--- src/common/memops_cfg.svh ---
/* load/store sizing */
`ifndef MEMOPS_CFG_SVH
`define MEMOPS_CFG_SVH

// width of the outstanding counter
// also the log2 depth of the return FIFO in the bus master
`define MEM_LGDEPTH 4

// the most requests the issue gate lets into flight at once
// has to stay below the return FIFO depth
`define MEM_MAXDEPTH 6

// word address width of the block RAM
// any word address with bits above this set gets a bus error
`define MEM_RAM_AW 10

`endif

--- src/common/memops_pkg.sv ---
/* load/store unit types */
package memops_pkg;

	// memory opcode as the CPU issues it
	// bit 0 marks a store and bits 2:1 carry the access size
	typedef enum logic [2:0] {
		OP_LB = 3'b010,
		OP_SB = 3'b011,
		OP_LH = 3'b100,
		OP_SH = 3'b101,
		OP_LW = 3'b110,
		OP_SW = 3'b111
	} mem_op_e;

	// access size, the same encoding as opcode bits 2:1
	typedef enum logic [1:0] {
		SZ_NONE = 2'b00,
		SZ_BYTE = 2'b01,
		SZ_HALF = 2'b10,
		SZ_WORD = 2'b11
	} mem_size_e;

	// response sequencing inside the block RAM slave
	typedef enum logic [1:0] {
		RAM_IDLE,
		RAM_ACK,
		RAM_ERR
	} ram_state_e;

	// register tag, bit 4 is the mode and 14/15 are CC and PC
	typedef logic [4:0] reg_id_t;

	// what the bus master remembers about each request in flight
	typedef struct packed {
		reg_id_t   wreg;
		mem_size_e size;
		logic [1:0] lsb;
		logic      store;
	} ret_entry_t;

endpackage

--- src/common/mem_if.sv ---
/* CPU side request and response */
`timescale 1ns/1ps

//////////////////////////////////////////////////////////////////////
// one accepted request, strobed for a single cycle
//////////////////////////////////////////////////////////////////////
interface mem_req_if;
	import memops_pkg::*;

	// stb is a one-cycle pulse, never held and never back-pressured
	logic        stb;
	mem_op_e     op;
	logic [31:0] addr;
	logic [31:0] data;
	reg_id_t     oreg;

	// the issue gate drives the request
	modport master (
		output stb, op, addr, data, oreg
	);

	// the bus master consumes it
	modport sink (
		input stb, op, addr, data, oreg
	);

	// bookkeeping only watches
	modport monitor (
		input stb, op, addr, data, oreg
	);
endinterface

//////////////////////////////////////////////////////////////////////
// responses and status from the bus master
//////////////////////////////////////////////////////////////////////
interface mem_rsp_if;
	import memops_pkg::*;

	// done pulses for every finished request
	// valid comes with done on loads only
	logic        valid;
	logic        done;
	// err ends the whole string, done and valid stay low with it
	logic        err;
	reg_id_t     wreg;
	logic [31:0] result;
	// levels, anything in flight and a load in flight
	logic        busy;
	logic        rdbusy;

	modport source (
		output valid, done, err, wreg, result, busy, rdbusy
	);

	modport monitor (
		input valid, done, err, wreg, result, busy, rdbusy
	);
endinterface

--- src/common/wb_bus_if.sv ---
/* pipelined bus */
`timescale 1ns/1ps

interface wb_bus_if;
	// a transfer happens on stb with stall low
	// ack or err come back in order, one per transfer
	logic        cyc;
	logic        stb;
	logic        we;
	// word address, byte lanes picked by sel
	logic [29:0] addr;
	logic [3:0]  sel;
	logic [31:0] wdata;
	logic        stall;
	logic        ack;
	logic        err;
	logic [31:0] rdata;

	modport master (
		output cyc, stb, we, addr, sel, wdata,
		input  stall, ack, err, rdata
	);

	// dropping cyc on the master side cancels whatever the slave owes
	modport slave (
		input  cyc, stb, we, addr, sel, wdata,
		output stall, ack, err, rdata
	);
endinterface

--- src/mem_unit/mem_pipeline.sv ---
/* pipelined bus master */
`timescale 1ns/1ps
`include "memops_cfg.svh"

module mem_pipeline (
	input  logic      i_clk,
	input  logic      i_cpu_reset,
	mem_req_if.sink   req,
	mem_rsp_if.source rsp,
	wb_bus_if.master  wb
);
	import memops_pkg::*;

	localparam int FIFO_DEPTH = 1 << `MEM_LGDEPTH;

	ret_entry_t              ret_fifo [0:FIFO_DEPTH-1];
	logic [`MEM_LGDEPTH-1:0] wr_ptr;
	logic [`MEM_LGDEPTH-1:0] rd_ptr;
	logic [`MEM_LGDEPTH-1:0] next_count;
	logic                    push;
	logic                    pop;
	logic                    flush;
	mem_size_e               req_size;
	ret_entry_t              head;
	logic [3:0]              lane_sel;
	logic [31:0]             lane_data;
	logic [31:0]             shifted;
	logic [31:0]             aligned;

	//////////////////////////////////////////////////////////////////////
	// request side
	//////////////////////////////////////////////////////////////////////

	// a bus error flushes the edge it is seen on and the err cycle after
	assign flush = wb.cyc && wb.err;
	assign pop   = wb.cyc && wb.ack;
	assign push  = req.stb && !flush && !rsp.err && !(wb.stb && wb.stall);

	assign req_size = mem_size_e'(req.op[2:1]);

	// lanes are little endian, lane 0 is bits 7:0
	always_comb
	begin
		case (req_size)
		SZ_BYTE:
		begin
			lane_sel  = 4'b0001 << req.addr[1:0];
			lane_data = {4{req.data[7:0]}};
		end
		SZ_HALF:
		begin
			lane_sel  = req.addr[1] ? 4'b1100 : 4'b0011;
			lane_data = {2{req.data[15:0]}};
		end
		default:
		begin
			lane_sel  = 4'b1111;
			lane_data = req.data;
		end
		endcase
	end

	assign next_count = wr_ptr - rd_ptr + {{(`MEM_LGDEPTH-1){1'b0}}, push}
		- {{(`MEM_LGDEPTH-1){1'b0}}, pop};

	// cyc stays up until the last response is back
	always_ff @(posedge i_clk)
	begin
		if (i_cpu_reset || flush)
		begin
			wb.cyc <= 1'b0;
			wb.stb <= 1'b0;
		end
		else
		begin
			wb.cyc <= (next_count != '0);
			if (!wb.stb || !wb.stall)
				wb.stb <= push;
		end
	end

	always_ff @(posedge i_clk)
	begin
		if (push)
		begin
			wb.we    <= req.op[0];
			wb.addr  <= req.addr[31:2];
			wb.sel   <= lane_sel;
			wb.wdata <= lane_data;
		end
	end

	//////////////////////////////////////////////////////////////////////
	// return FIFO, tag and alignment for each transfer
	//////////////////////////////////////////////////////////////////////
	always_ff @(posedge i_clk)
	begin
		if (push)
			ret_fifo[wr_ptr] <= '{wreg: req.oreg, size: req_size,
				lsb: req.addr[1:0], store: req.op[0]};
	end

	always_ff @(posedge i_clk)
	begin
		if (i_cpu_reset || flush)
		begin
			wr_ptr <= '0;
			rd_ptr <= '0;
		end
		else
		begin
			if (push)
				wr_ptr <= wr_ptr + 1'b1;
			if (pop)
				rd_ptr <= rd_ptr + 1'b1;
		end
	end

	//////////////////////////////////////////////////////////////////////
	// response side
	//////////////////////////////////////////////////////////////////////
	assign head    = ret_fifo[rd_ptr];
	assign shifted = wb.rdata >> {head.lsb, 3'b000};

	// loads zero extend
	always_comb
	begin
		case (head.size)
		SZ_BYTE:
			aligned = {24'h0, shifted[7:0]};
		SZ_HALF:
			aligned = {16'h0, shifted[15:0]};
		default:
			aligned = wb.rdata;
		endcase
	end

	always_ff @(posedge i_clk)
	begin
		if (i_cpu_reset)
		begin
			rsp.valid <= 1'b0;
			rsp.done  <= 1'b0;
			rsp.err   <= 1'b0;
		end
		else
		begin
			rsp.valid <= pop && !head.store;
			rsp.done  <= pop;
			rsp.err   <= flush;
		end
	end

	always_ff @(posedge i_clk)
	begin
		if (pop)
		begin
			rsp.wreg   <= head.wreg;
			rsp.result <= aligned;
		end
	end

	// a string never mixes directions, so we tells a load string apart
	assign rsp.busy   = wb.cyc;
	assign rsp.rdbusy = wb.cyc && !wb.we;

endmodule

--- src/flat_wrapper.sv ---
// flat-port wrapper written by rule: the top's interface ports become plain ports
module mem_pipeline_flat import memops_pkg::*;
  (i_clk, i_cpu_reset, req_stb, req_op, req_addr, req_data, req_oreg, rsp_valid, rsp_done, rsp_err, rsp_wreg, rsp_result, rsp_busy, rsp_rdbusy, wb_cyc, wb_stb, wb_we, wb_addr, wb_sel, wb_wdata, wb_stall, wb_ack, wb_err, wb_rdata);
  mem_req_if req_i ();
  mem_rsp_if rsp_i ();
  wb_bus_if wb_i ();
  input  logic i_clk;
  input  logic i_cpu_reset;
  input wire logic [$bits(req_i.stb)-1:0] req_stb;
  input wire logic [$bits(req_i.op)-1:0] req_op;
  input wire logic [$bits(req_i.addr)-1:0] req_addr;
  input wire logic [$bits(req_i.data)-1:0] req_data;
  input wire logic [$bits(req_i.oreg)-1:0] req_oreg;
  output wire logic [$bits(rsp_i.valid)-1:0] rsp_valid;
  output wire logic [$bits(rsp_i.done)-1:0] rsp_done;
  output wire logic [$bits(rsp_i.err)-1:0] rsp_err;
  output wire logic [$bits(rsp_i.wreg)-1:0] rsp_wreg;
  output wire logic [$bits(rsp_i.result)-1:0] rsp_result;
  output wire logic [$bits(rsp_i.busy)-1:0] rsp_busy;
  output wire logic [$bits(rsp_i.rdbusy)-1:0] rsp_rdbusy;
  output wire logic [$bits(wb_i.cyc)-1:0] wb_cyc;
  output wire logic [$bits(wb_i.stb)-1:0] wb_stb;
  output wire logic [$bits(wb_i.we)-1:0] wb_we;
  output wire logic [$bits(wb_i.addr)-1:0] wb_addr;
  output wire logic [$bits(wb_i.sel)-1:0] wb_sel;
  output wire logic [$bits(wb_i.wdata)-1:0] wb_wdata;
  input wire logic [$bits(wb_i.stall)-1:0] wb_stall;
  input wire logic [$bits(wb_i.ack)-1:0] wb_ack;
  input wire logic [$bits(wb_i.err)-1:0] wb_err;
  input wire logic [$bits(wb_i.rdata)-1:0] wb_rdata;
  assign req_i.stb = req_stb;
  assign req_i.op = req_op;
  assign req_i.addr = req_addr;
  assign req_i.data = req_data;
  assign req_i.oreg = req_oreg;
  assign rsp_valid = rsp_i.valid;
  assign rsp_done = rsp_i.done;
  assign rsp_err = rsp_i.err;
  assign rsp_wreg = rsp_i.wreg;
  assign rsp_result = rsp_i.result;
  assign rsp_busy = rsp_i.busy;
  assign rsp_rdbusy = rsp_i.rdbusy;
  assign wb_cyc = wb_i.cyc;
  assign wb_stb = wb_i.stb;
  assign wb_we = wb_i.we;
  assign wb_addr = wb_i.addr;
  assign wb_sel = wb_i.sel;
  assign wb_wdata = wb_i.wdata;
  assign wb_i.stall = wb_stall;
  assign wb_i.ack = wb_ack;
  assign wb_i.err = wb_err;
  assign wb_i.rdata = wb_rdata;
  mem_pipeline u_core (.i_clk(i_clk), .i_cpu_reset(i_cpu_reset), .req(req_i), .rsp(rsp_i), .wb(wb_i));
endmodule
--- config.mk ---
export PLATFORM = sky130hd
export DESIGN_NAME = mem_pipeline_flat
export DESIGN_NICKNAME = d
export VERILOG_FILES = /design/src/common/memops_pkg.sv /design/src/common/mem_if.sv /design/src/common/wb_bus_if.sv /design/src/mem_unit/mem_pipeline.sv /design/src/flat_wrapper.sv
export VERILOG_INCLUDE_DIRS = /design/src /design/src/common
export SDC_FILE = /design/constraint.sdc
export NUM_CORES = 1
export LEC_CHECK = 0
export BUFFER_PORTS_ARGS = -buffer_cell sky130_fd_sc_hd__buf_2
export CAP_MARGIN = 20
export CELL_PAD_IN_SITES_DETAIL_PLACEMENT = 1
export CELL_PAD_IN_SITES_GLOBAL_PLACEMENT = 1
export CORE_MARGIN = 4
export CORE_UTILIZATION = 38
export CTS_BUF_LIST = sky130_fd_sc_hd__clkbuf_16
export CTS_CLUSTER_SIZE = 12
export DETAILED_ROUTE_END_ITERATION = 8
export PLACE_DENSITY_LB_ADDON = 0.25
export SYNTH_ARGS = -nofsm -noshare
export SYNTH_HDL_FRONTEND = slang
export SYNTH_SLANG_ARGS = --single-unit
--- constraint.sdc ---
create_clock -name i_clk -period 9 [get_ports i_clk]
set_input_delay 1.8 -clock i_clk [delete_from_list [all_inputs] [get_ports i_clk]]
set_output_delay 1.8 -clock i_clk [all_outputs]
set_load 0.01 [all_outputs]
Word-level counts from Yosys, hierarchy flattened
Memory sizes are Yosys's and may differ from the RTL's. A register that Yosys moved wholly into a read port is not among the register bits.
Cells that the tools add are included.

operators by class
  $add $sub $neg = 5
  equal/unequal tests = 4
  shift-type cells = 2
  muxes and demuxes = 8
  reduce and logical (&&, ||, !) cells = 18

operator list
  kind                   number
  $pmux W32 S2           2
  $shr A32 B5 Y16        1
  $mux W4                3
  $add A4 B1 Y4 const B  2
  $logic_and A1 B1 Y1    8
  $pmux W4 S2            1
  $logic_not A1 Y1       7
  $add A4 B1 Y4          1
  $eq A2 B1 Y1 const B   2
  $eq A2 B2 Y1 const B   2
  $reduce_bool A4 Y1     1
  $shl A1 B2 Y4 const A  1
  $sub A4 B1 Y4          1
  $sub A4 B4 Y4          1
  $logic_or A1 B1 Y1     2
  $mux W1                2

word-level totals
  register bits = 117
  memory bits (writable) = 160
  input port bits = 110
  output and inout port bits = 111
  word-level logic and storage cells = 51
  memories kept = 1

memories
  memory           words  bits a word  read ports  clocked after memory_dff  write ports  RTL line            text
  u_core.ret_fifo  16     10           1           1                         1            mem_pipeline.sv:16  ret_entry_t ret_fifo [0:FIFO_DEPTH-1];

Logic depth before layout (Yosys ltp)
Gate-level depths: netlist of run 1.

  depth after elaboration = 8
  depth in mapped cells = 11
  gate-level depth less buffers = 10

Least setup slack after synthesis of run 1
OpenSTA, ideal clock, no wires.

  path type = in2reg
  start = input wb_err
  end = register u_core.wb.cyc, in the netlist u_core.rsp.busy
  library setup time = 0.120 ns
  arrival = 7.103 ns
  data required time = 8.880 ns
  setup slack = 1.777 ns
  stages on the path = 10
  buffers on the path = 0
  path through = nand2_1 -> nand2_1 -> nor2_1 -> fa_1 -> fa_1 -> ha_1 -> fa_1 -> xor2_1 -> xnor2_1 -> a21oi_1

on the way
  cells in the longest elaborated chain, start to end = 8
  elaborated cells between the ends (all ways) = 9
  classes of those cells = add/sub (2); reduce/logical (7)

RTL lines
  what                               RTL line            text
  start, declared                    flat_wrapper.sv:29  input wire logic [$bits(wb_i.err)-1:0] wb_err;
  $logic_and A1 B1 Y1                mem_pipeline.sv:35  assign flush = wb.cyc && wb.err;
  $logic_not A1 Y1                   mem_pipeline.sv:37  assign push = req.stb && !flush && !rsp.err && !(wb.stb && wb.stall);
  $logic_and A1 B1 Y1 (3 in series)  mem_pipeline.sv:37
  net u_core.push                    mem_pipeline.sv:20  logic push;
  $add A4 B1 Y4                      mem_pipeline.sv:63  assign next_count = wr_ptr - rd_ptr + {{(`MEM_LGDEPTH-1){1'b0}}, push}
  $sub A4 B1 Y4                      mem_pipeline.sv:63
  $reduce_bool A4 Y1                 mem_pipeline.sv:76  wb.cyc <= (next_count != '0);
  end signal, assigned               mem_pipeline.sv:76
  end, declared                      wb_bus_if.sv:20     output cyc, stb, we, addr, sel, wdata,

The timed path passes the listed nets, and every way through them passes these cells.
A chain may end at the register's enable or synchronous reset.

==> results.md, run 1 <==
* Outcome: finished clean
* Port Buffers at 220
* Clock skew at 9.04 ps
* Antenna violations before repair at 0
* Required time of the critical path at 9290 ps
* Resized Gates After CTS at 0
* Avg Cell Area, Syn at 18.4 sq um
* Crit path DAT at 4820 ps
* Area share of the largest cell type after synthesis at 71.3%
* Terminus of the critical flop-to-flop path: u_core.rsp.result[15]$_DFFE_PP_
* Initial core utilization at 38.7%
* Max cap viols at 0
* Initial DRT Pass Iterations at 4
* RSZ-0062 raised after global routing: false
* Startpoint types: register
* Vias in the first global route at 6858
* Area growth syn-to-layout at 21.7%
* CTS tree: done
* Final Max Tran Viols at 0
* Worst-Margin Slew at 1110 ps
* Worst Reg-to-Reg Cells at 8
* Post-synthesis compound-gate area fraction at 4.69%
* Mapped Area at 0.0111 sq mm
* Post-route ant nets at 0
* Min-delay worst type: register to register
* Worst VDD drop at 0.159 mV
* Cell family with most CP delay: multiplexers
* Vias per cell at 5.01
* Reg-to-reg slack, setup at 4480 ps
* Rel. slew slack at 26.0%
* Multi-input logic area at 0.00266 sq mm
* Reg area at 0.00827 sq mm
* Pleak at 4.89 nW
* CP max FO at 21
* Fin Hold WS at 497 ps
* Via count at 6231
* Clock Latency Late Sink at 550 ps
* Peak Freq at 221 MHz
* Avg WL per Cell at 21.2 microns
* Core Area at 0.0288 sq mm
* Buffers and inverters on the worst path at 2
* Cts hold-fix bufs at 0
* Drt drc at 0
* Ant. Diodes at 0
* Simple-gate share of the synthesized area at 4.78%
* Sequential area share after synthesis at 74.3%
* Routed WL at 26400 microns
* CP max stage cell: dfxtp_2
* Die height at 179 microns
* Crit path top cell by count: mux4_2
* Root Buffer: clkbuf_16
* Hpwl dp at 17900 microns
* Main synth FF type: edfxtp_1
* Grt ovf at 0
* First-pass GRT wire length at 40100 microns
* Hold Vio Cnt, Final at 0
* Clock Path Buffers at 3
* Min Tclk post-route at 4520 ps
* Largest family of logic cells by synthesized area: multiplexers
* H-tree Lvls at 1
* Final period utilization at 50.3%
* CP Cell Sequence: buf_4 > mux4_2 > mux4_2 > ha_1 > inv_1 > nand4_1 > a21boi_1 > a221o_1
* Final setup viols at 0
* Synth Area in XOR/XNOR at 0.787%
* Largest net degree at the start of global routing at 76
* Adder-cell share of the synthesized area at 2.00%
* Die ar. at 0.0321 sq mm
* Filler instances at 2838
* Commonest cells after routing, fill and taps aside: edfxtp_1 (264), buf_2 (220), mux4_2 (47)
* Crit path depth at 8
* Chip Width at 179 microns
* Synthesized flop and latch total at 281
* Critical path endpoint: u_core.rsp.result[15]$_DFFE_PP_
* Buffer count from post-CTS setup fixing at 0
* CP endpoint kind: register
* Clock-pin transition on the worst setup and hold timing paths at 60 ps
* Ys async rst share at 0%
* Cells after Synth at 606
* Area contributors post-synth: edfxtp_1 (71%), mux4_2 (9.5%), dfxtp_1 (3.1%)
* Cell variety after synth at 42
* Max stage delay on crit path at 770 ps
* Area leader, netlist: edfxtp_1
* Number of DRC markers in iteration 0 at 440
* Cell row count at 62
* CP Class: register to register
* GR Util All Layers at 16.4%
* Post-synth EDFFs at 264
* Multiplexer share of the synthesized area at 11.5%
* # nets final at 964
* Layout cell share with drive strength beyond 1 at 38.2%
* Most common cell after layout, fill and taps aside: edfxtp_1
* # IOs at 221
* Gpl congestion at 0.748
* Ratio of total power to cell area at 244 mW/mm^2
* Total CTS buffers at 30
* Clock sink count at 281
* Total Neg Setup Slack at 0 ps
* Mapped Nets at 732
* Warnings from Yosys at 0
==> sequential cells by signal (all words and copies together), names as in the netlist, 4 cells and up, named ones only <==
register	flops
u_core.rd_ptr	4
u_core.rsp.result	32
u_core.rsp.wreg	5
u_core.wr_ptr	4
u_core.ret_fifo	160
u_core.wb.sel	4
u_core.wb.wdata	32
u_core.wb.addr	30
==> cell families (layout without fill, tap and decap cells) <==
kind of cell,count (synthesis),in the layout
xor gates and xnor gates,10,10
AOI/OAI and AO/OA,71,71
and+or+nand+nor,117,117
adders and majority gates,16,16
DFF,281,281
buffers and inverters,47,300
muxes,64,64
==> layout make-up <==
cell class / count / share of cell area, %
clock inverter: 22 / 0.869
timing repair buffer: 228 / 8.61
clock buffer: 31 / 5.73
sequential: 281 / 61.1
multi-input combinational: 278 / 19.6
tap: 384 / 3.55
inverter: 19 / 0.527
==> worst reg2reg max path: cells and delay by family (launching register included) <==
family	cells	cell delay, ps
AO/OA/AOI/OAI	2	390
adder cells (fa/ha/maj)	1	710
buffers and inverters	2	860
flip-flops	1	770
multiplexers	2	1110
AND/OR/NAND/NOR	1	430
==> metrics by stage <==
step	power (mW)	cells	area [sq um]	utilization (%)	setup WS (ps)
after detailed placement	2.22	1189	12600	43.9	4130
after CTS	3.35	1242	13500	47.0	4360
after floorplan	2.00	606	11100	-	1780
final	3.31	1243	13500	47.0	4480
after global placement	2.21	1189	12600	43.9	4230
after global routing	3.47	1243	13500	47.0	4060
==> how the worst min path moves through the flow <==
| stage | depth (start not counted) | slack (ps) | start | endpoint |
|---|---|---|---|---|
| 2_1_floorplan | 2 | 480 | u_core.rd_ptr[1]$_SDFFE_PP0P_ | register |
| 3_3_place_gp | 2 | 490 | u_core.wb.stb$_SDFFE_PP0N_ | u_core.wb.stb$_SDFFE_PP0N_ |
| 3_5_place_dp | 2 | 500 | u_core.wb.stb$_SDFFE_PP0N_ | u_core.wb.stb$_SDFFE_PP0N_ |
| 4_1_cts | 2 | 510 | u_core.wb.stb$_SDFFE_PP0N_ | u_core.wb.stb$_SDFFE_PP0N_ |
| 5_1_grt | 2 | 530 | u_core.wb.stb$_SDFFE_PP0N_ | u_core.wb.stb$_SDFFE_PP0N_ |
| 6_report | 2 | 500 | u_core.wb.stb$_SDFFE_PP0N_ | u_core.wb.stb$_SDFFE_PP0N_ |
==> power breakdown <==
group          switching [mW]  internal [mW]
Sequential             0.0411           1.58
Clock                   0.481          0.642
Combinational           0.334          0.232
==> cell usage after synthesis, drive strengths merged (6+ instances only) <==
cell,count
nor3,7
a21boi,8
buf,13
mux4,49
a22oi,8
mux2i,14
nor2,38
and2,11
o21ai,23
nand2,46
dfxtp,17
ha,13
inv,18
a22o,8
a221o,11
clkbuf,15
edfxtp,264
xnor2,6
==> layer usage <==
metal	routed length (microns)	share of wire (%)	track usage [%]	vias up
met1	11300	43	22.3	3170
met4	393	1.5	3.36	0
li1	-	-	-	2840
met2	12700	48	26.5	187
met5	0	0	0	-
met3	1910	7.2	4.68	34
Power figures use the tool's default switching activity.
==> run 2, diff against run 1 <==
--- a/config.mk
+++ b/config.mk
@@ -6,6 +6,7 @@
 export SDC_FILE = /design/constraint.sdc
 export NUM_CORES = 1
 export LEC_CHECK = 0
+export ABC_AREA = 1
 export BUFFER_PORTS_ARGS = -buffer_cell sky130_fd_sc_hd__buf_2
 export CAP_MARGIN = 20
 export CELL_PAD_IN_SITES_DETAIL_PLACEMENT = 1
==> constraint.sdc (replaced) <==
create_clock -name i_clk -period 4.3 [get_ports i_clk]
set_input_delay 0.86 -clock i_clk [delete_from_list [all_inputs] [get_ports i_clk]]
set_output_delay 0.86 -clock i_clk [all_outputs]
set_load 0.01 [all_outputs]
==> results.md, run 2 <==
* Initial core utilization at 38.8% (was 38.7%)
* Initial DRT Pass Iterations at 5 (was 4)
* Synth cell count leaders: edfxtp_1 (264), nand2_1 (195), nor2_1 (102) (was edfxtp_1 (264), mux4_2 (47), nand2_1 (46))
* CTS tree: done (unchanged)
* Vias in the first global route at 8770 (was 6858)
* Peak Freq at 326 MHz (was 221 MHz)
* Buffer count from post-CTS setup fixing at 0 (unchanged)
* Largest regs: u_core.ret_fifo: 160 flops, u_core.rsp.result: 32 flops, u_core.wb.wdata: 32 flops (unchanged)
* Mapped Nets at 1082 (was 732)
* Cells after Synth at 956 (was 606)
* Antenna violations before repair at 1 (was 0)
* Warnings from Yosys at 0 (unchanged)
* Non-Filler Instances at 1602 (was 1243)
* Startpoint types: register (unchanged)
* Ys async rst share at 0% (unchanged)
* Placed cell count at 1548 (was 1189)
* Sequential area share after synthesis at 71.4% (was 74.3%)
* Buffers and inverters on the worst path at 3 (was 2)
* Crit path DAT at 3480 ps (was 4820 ps)
* Mapped Area at 0.0116 sq mm (was 0.0111 sq mm)
* H-tree Lvls at 1 (unchanged)
* Worst VDD drop at 0.319 mV (was 0.159 mV)
* Clock Latency Late Sink at 550 ps (about the same)
* Total power at 7.55 mW (was 3.31 mW)
* Largest net degree at the start of global routing at 73 (was 76)
* Worst-Margin Slew at 917 ps (was 1110 ps)
* Clock skew at 11.9 ps (was 9.04 ps)
* Avg Cell Area, Syn at 12.1 sq um (was 18.4 sq um)
* Drt drc at 0 (unchanged)
* Total Neg Setup Slack at 0 ps (unchanged)
* Die height at 183 microns (was 179 microns)
* Core Area at 0.0299 sq mm (was 0.0288 sq mm)
* Reg area at 0.00827 sq mm (about the same)
* Final worst setup slack at 1230 ps (was 4480 ps)
* Die ar. at 0.0333 sq mm (was 0.0321 sq mm)
* Gpl congestion at 0.780 (was 0.748)
* Hpwl dp at 21700 microns (was 17900 microns)
* Min-delay worst type: input pin to register (was register to register)
* Final setup viols at 0 (unchanged)
* Main synth FF type: edfxtp_1 (unchanged)
* Final period utilization at 71.4% (was 50.3%)
* Number of DRC markers in iteration 0 at 624 (was 440)
* Most common cell after layout, fill and taps aside: edfxtp_1 (unchanged)
* Clock-pin transition on the worst setup and hold timing paths at 60 ps (about the same)
* Post-route ant nets at 0 (unchanged)
* Max cap viols at 0 (unchanged)
* Hold Vio Cnt, Final at 0 (unchanged)
* Ratio of total power to cell area at 538 mW/mm^2 (was 244 mW/mm^2)
* Fin Hold WS at 488 ps (was 497 ps)
* Layout cell share with drive strength beyond 1 at 25.1% (was 38.2%)
* Pleak at 5.67 nW (was 4.89 nW)
* Top reg by flops: u_core.ret_fifo (unchanged)
* Filler instances at 3242 (was 2838)
* Rel. slew slack at 38.9% (was 26.0%)
* CP Class: register to register (unchanged)
* Required time of the critical path at 4710 ps (was 9290 ps)
* RSZ-0062 raised after global routing: false (unchanged)
* GR Util All Layers at 19.3% (was 16.4%)
* Cell variety after synth at 34 (was 42)
* CP max FO at 40 (was 21)
* Cell family with most CP delay: simple AND/OR/NAND/NOR gates (was multiplexers)
* Root Buffer: clkbuf_16 (unchanged)
* Area share of the largest cell type after synthesis at 68.4% (was 71.3%)
* Chip Width at 183 microns (was 179 microns)
* Area leader, netlist: edfxtp_1 (unchanged)
* Multi-input logic area at 0.00280 sq mm (was 0.00266 sq mm)
* Commonest cells after routing, fill and taps aside: edfxtp_1 (264), buf_2 (220), nand2_1 (195) (was edfxtp_1 (264), buf_2 (220), mux4_2 (47))
* CP max stage cell: buf_4 (was dfxtp_2)
* CP endpoint kind: register (unchanged)
* Routed WL at 32600 microns (was 26400 microns)
* Area growth syn-to-layout at 21.3% (was 21.7%)
* CP Cell Sequence: buf_4 > o21ai_0 > o221ai_1 > nand3_1 > nand2_1 > inv_1 > ha_1 > buf_4 > or2_2 > a21oi_1 > nand3_1 > nand2_1 (was buf_4 > mux4_2 > mux4_2 > ha_1 > inv_1 > nand4_1 > a21boi_1 > a221o_1)
* Most common cell in the synthesized netlist: edfxtp_1 (unchanged)
* Clock sink count at 281 (unchanged)
* Min Tclk post-route at 3070 ps (was 4520 ps)
* Synthesized flop and latch total at 281 (unchanged)
* Clock Path Buffers at 3 (unchanged)
* Post-synth EDFFs at 264 (unchanged)
* Area contributors post-synth: edfxtp_1 (68%), nand2_1 (6.3%), nand3_1 (3.6%) (was edfxtp_1 (71%), mux4_2 (9.5%), dfxtp_1 (3.1%))
* # nets final at 1317 (was 964)
* Outcome: finished clean (unchanged)
* Final Max Tran Viols at 0 (unchanged)
* First-pass GRT wire length at 50400 microns (was 40100 microns)
* Setup slack at placement at 754 ps (was 4130 ps)
* Max stage delay on crit path at 430 ps (was 770 ps)
* Total CTS buffers at 31 (was 30)
* Resized Gates After CTS at 0 (unchanged)
* Cell row count at 63 (was 62)
* Port Buffers at 220 (unchanged)
* Grt ovf at 0 (unchanged)
* Vias per cell at 5.13 (was 5.01)
* # IOs at 221 (unchanged)
* Cts hold-fix bufs at 0 (unchanged)
* Largest register FFs at 160 (unchanged)
* Avg WL per Cell at 20.4 microns (was 21.2 microns)
* Via count at 8212 (was 6231)
## run 2: cell count changes in the layout (fill, tap and decap cells not counted), sizes merged, moves of 14 or more
cell	previous run	this run
mux2i	14	0
nor2	38	102
nand2	46	198
nand3	0	89
mux4	49	0
o21ai	23	79
o221ai	0	21
inv	26	80
buf	228	251
## run 2: final timing paths
kind | startpoint | end | slack (ps) | cells after the start
worst max-delay path | register | u_core.rsp.result[14]$_DFFE_PP_ | 1230 | 12
worst min-delay path | req_addr[30] | u_core.wb.addr[28]$_DFFE_PP_ | 490 | 1
worst max register to register | register | u_core.rsp.result[14]$_DFFE_PP_ | 1230 | 12
worst min register to register | u_core.wb.stb$_SDFFE_PP0N_ | u_core.wb.stb$_SDFFE_PP0N_ | 500 | 2
## run 2: stage by stage
step                      utilization (%)  area (sq um)
final                                47.0         14000
after global routing                 47.0         14000
after CTS                            47.0         14000
after detailed placement             44.0         13200
after global placement               44.0         13200
after floorplan                         -         11600
## run 2: final cells by class
class                           count  area share (%)
Clock inverter                     22           0.846
Tap cell                          390            3.47
Timing Repair Buffer              251            9.49
Multi-Input combinational cell    559            19.9
Sequential cell                   281            58.9
Inverter                           67            1.85
Clock buffer                       31            5.52
Antenna cell                        1          0.0178
## run 2: logic make-up (layout without fill, tap and decap cells)
| group | after synthesis | count (layout) | share of synthesized area, % |
|---|---|---|---|
| buffers and inverters | 116 | 371 | 4.54 |
| AND/OR/NAND/NOR | 394 | 394 | 14.3 |
| adder cells (fa/ha/maj) | 16 | 16 | 1.92 |
| other | 0 | 1 | 0 |
| AO/OA/AOI/OAI | 146 | 146 | 7.64 |
| flip-flops | 281 | 281 | 71.4 |
| XOR/XNOR | 3 | 3 | 0.227 |
## run 2: routing by layer
| layer | vias up | GRT usage (%) | routed length, microns |
|---|---|---|---|
| li1 | 3852 | - | - |
| met1 | 4068 | 25.9 | 14000 |
| met2 | 246 | 32.2 | 15800 |
| met3 | 46 | 4.07 | 2120 |
| met4 | 0 | 4.77 | 701 |
| met5 | - | 0 | 0 |
## run 2: worst register-to-register path: stages, from the launching register on
cell and delay (ps):
dfxtp_2 400, buf_4 430, o21ai_0 210, o221ai_1 290
nand3_1 110, nand2_1 100, inv_1 50, ha_1 300
buf_4 250, or2_2 450, a21oi_1 160, nand3_1 90
nand2_1 80
## run 2: report_power, final
| part | switching [mW] | internal, mW | total, mW | leakage, nW |
|---|---|---|---|---|
| logic | 1.22 | 0.542 | 1.76 | 2.60 |
| registers | 0.0774 | 3.35 | 3.43 | 2.57 |
| clock network | 1.02 | 1.35 | 2.36 | 0.491 |
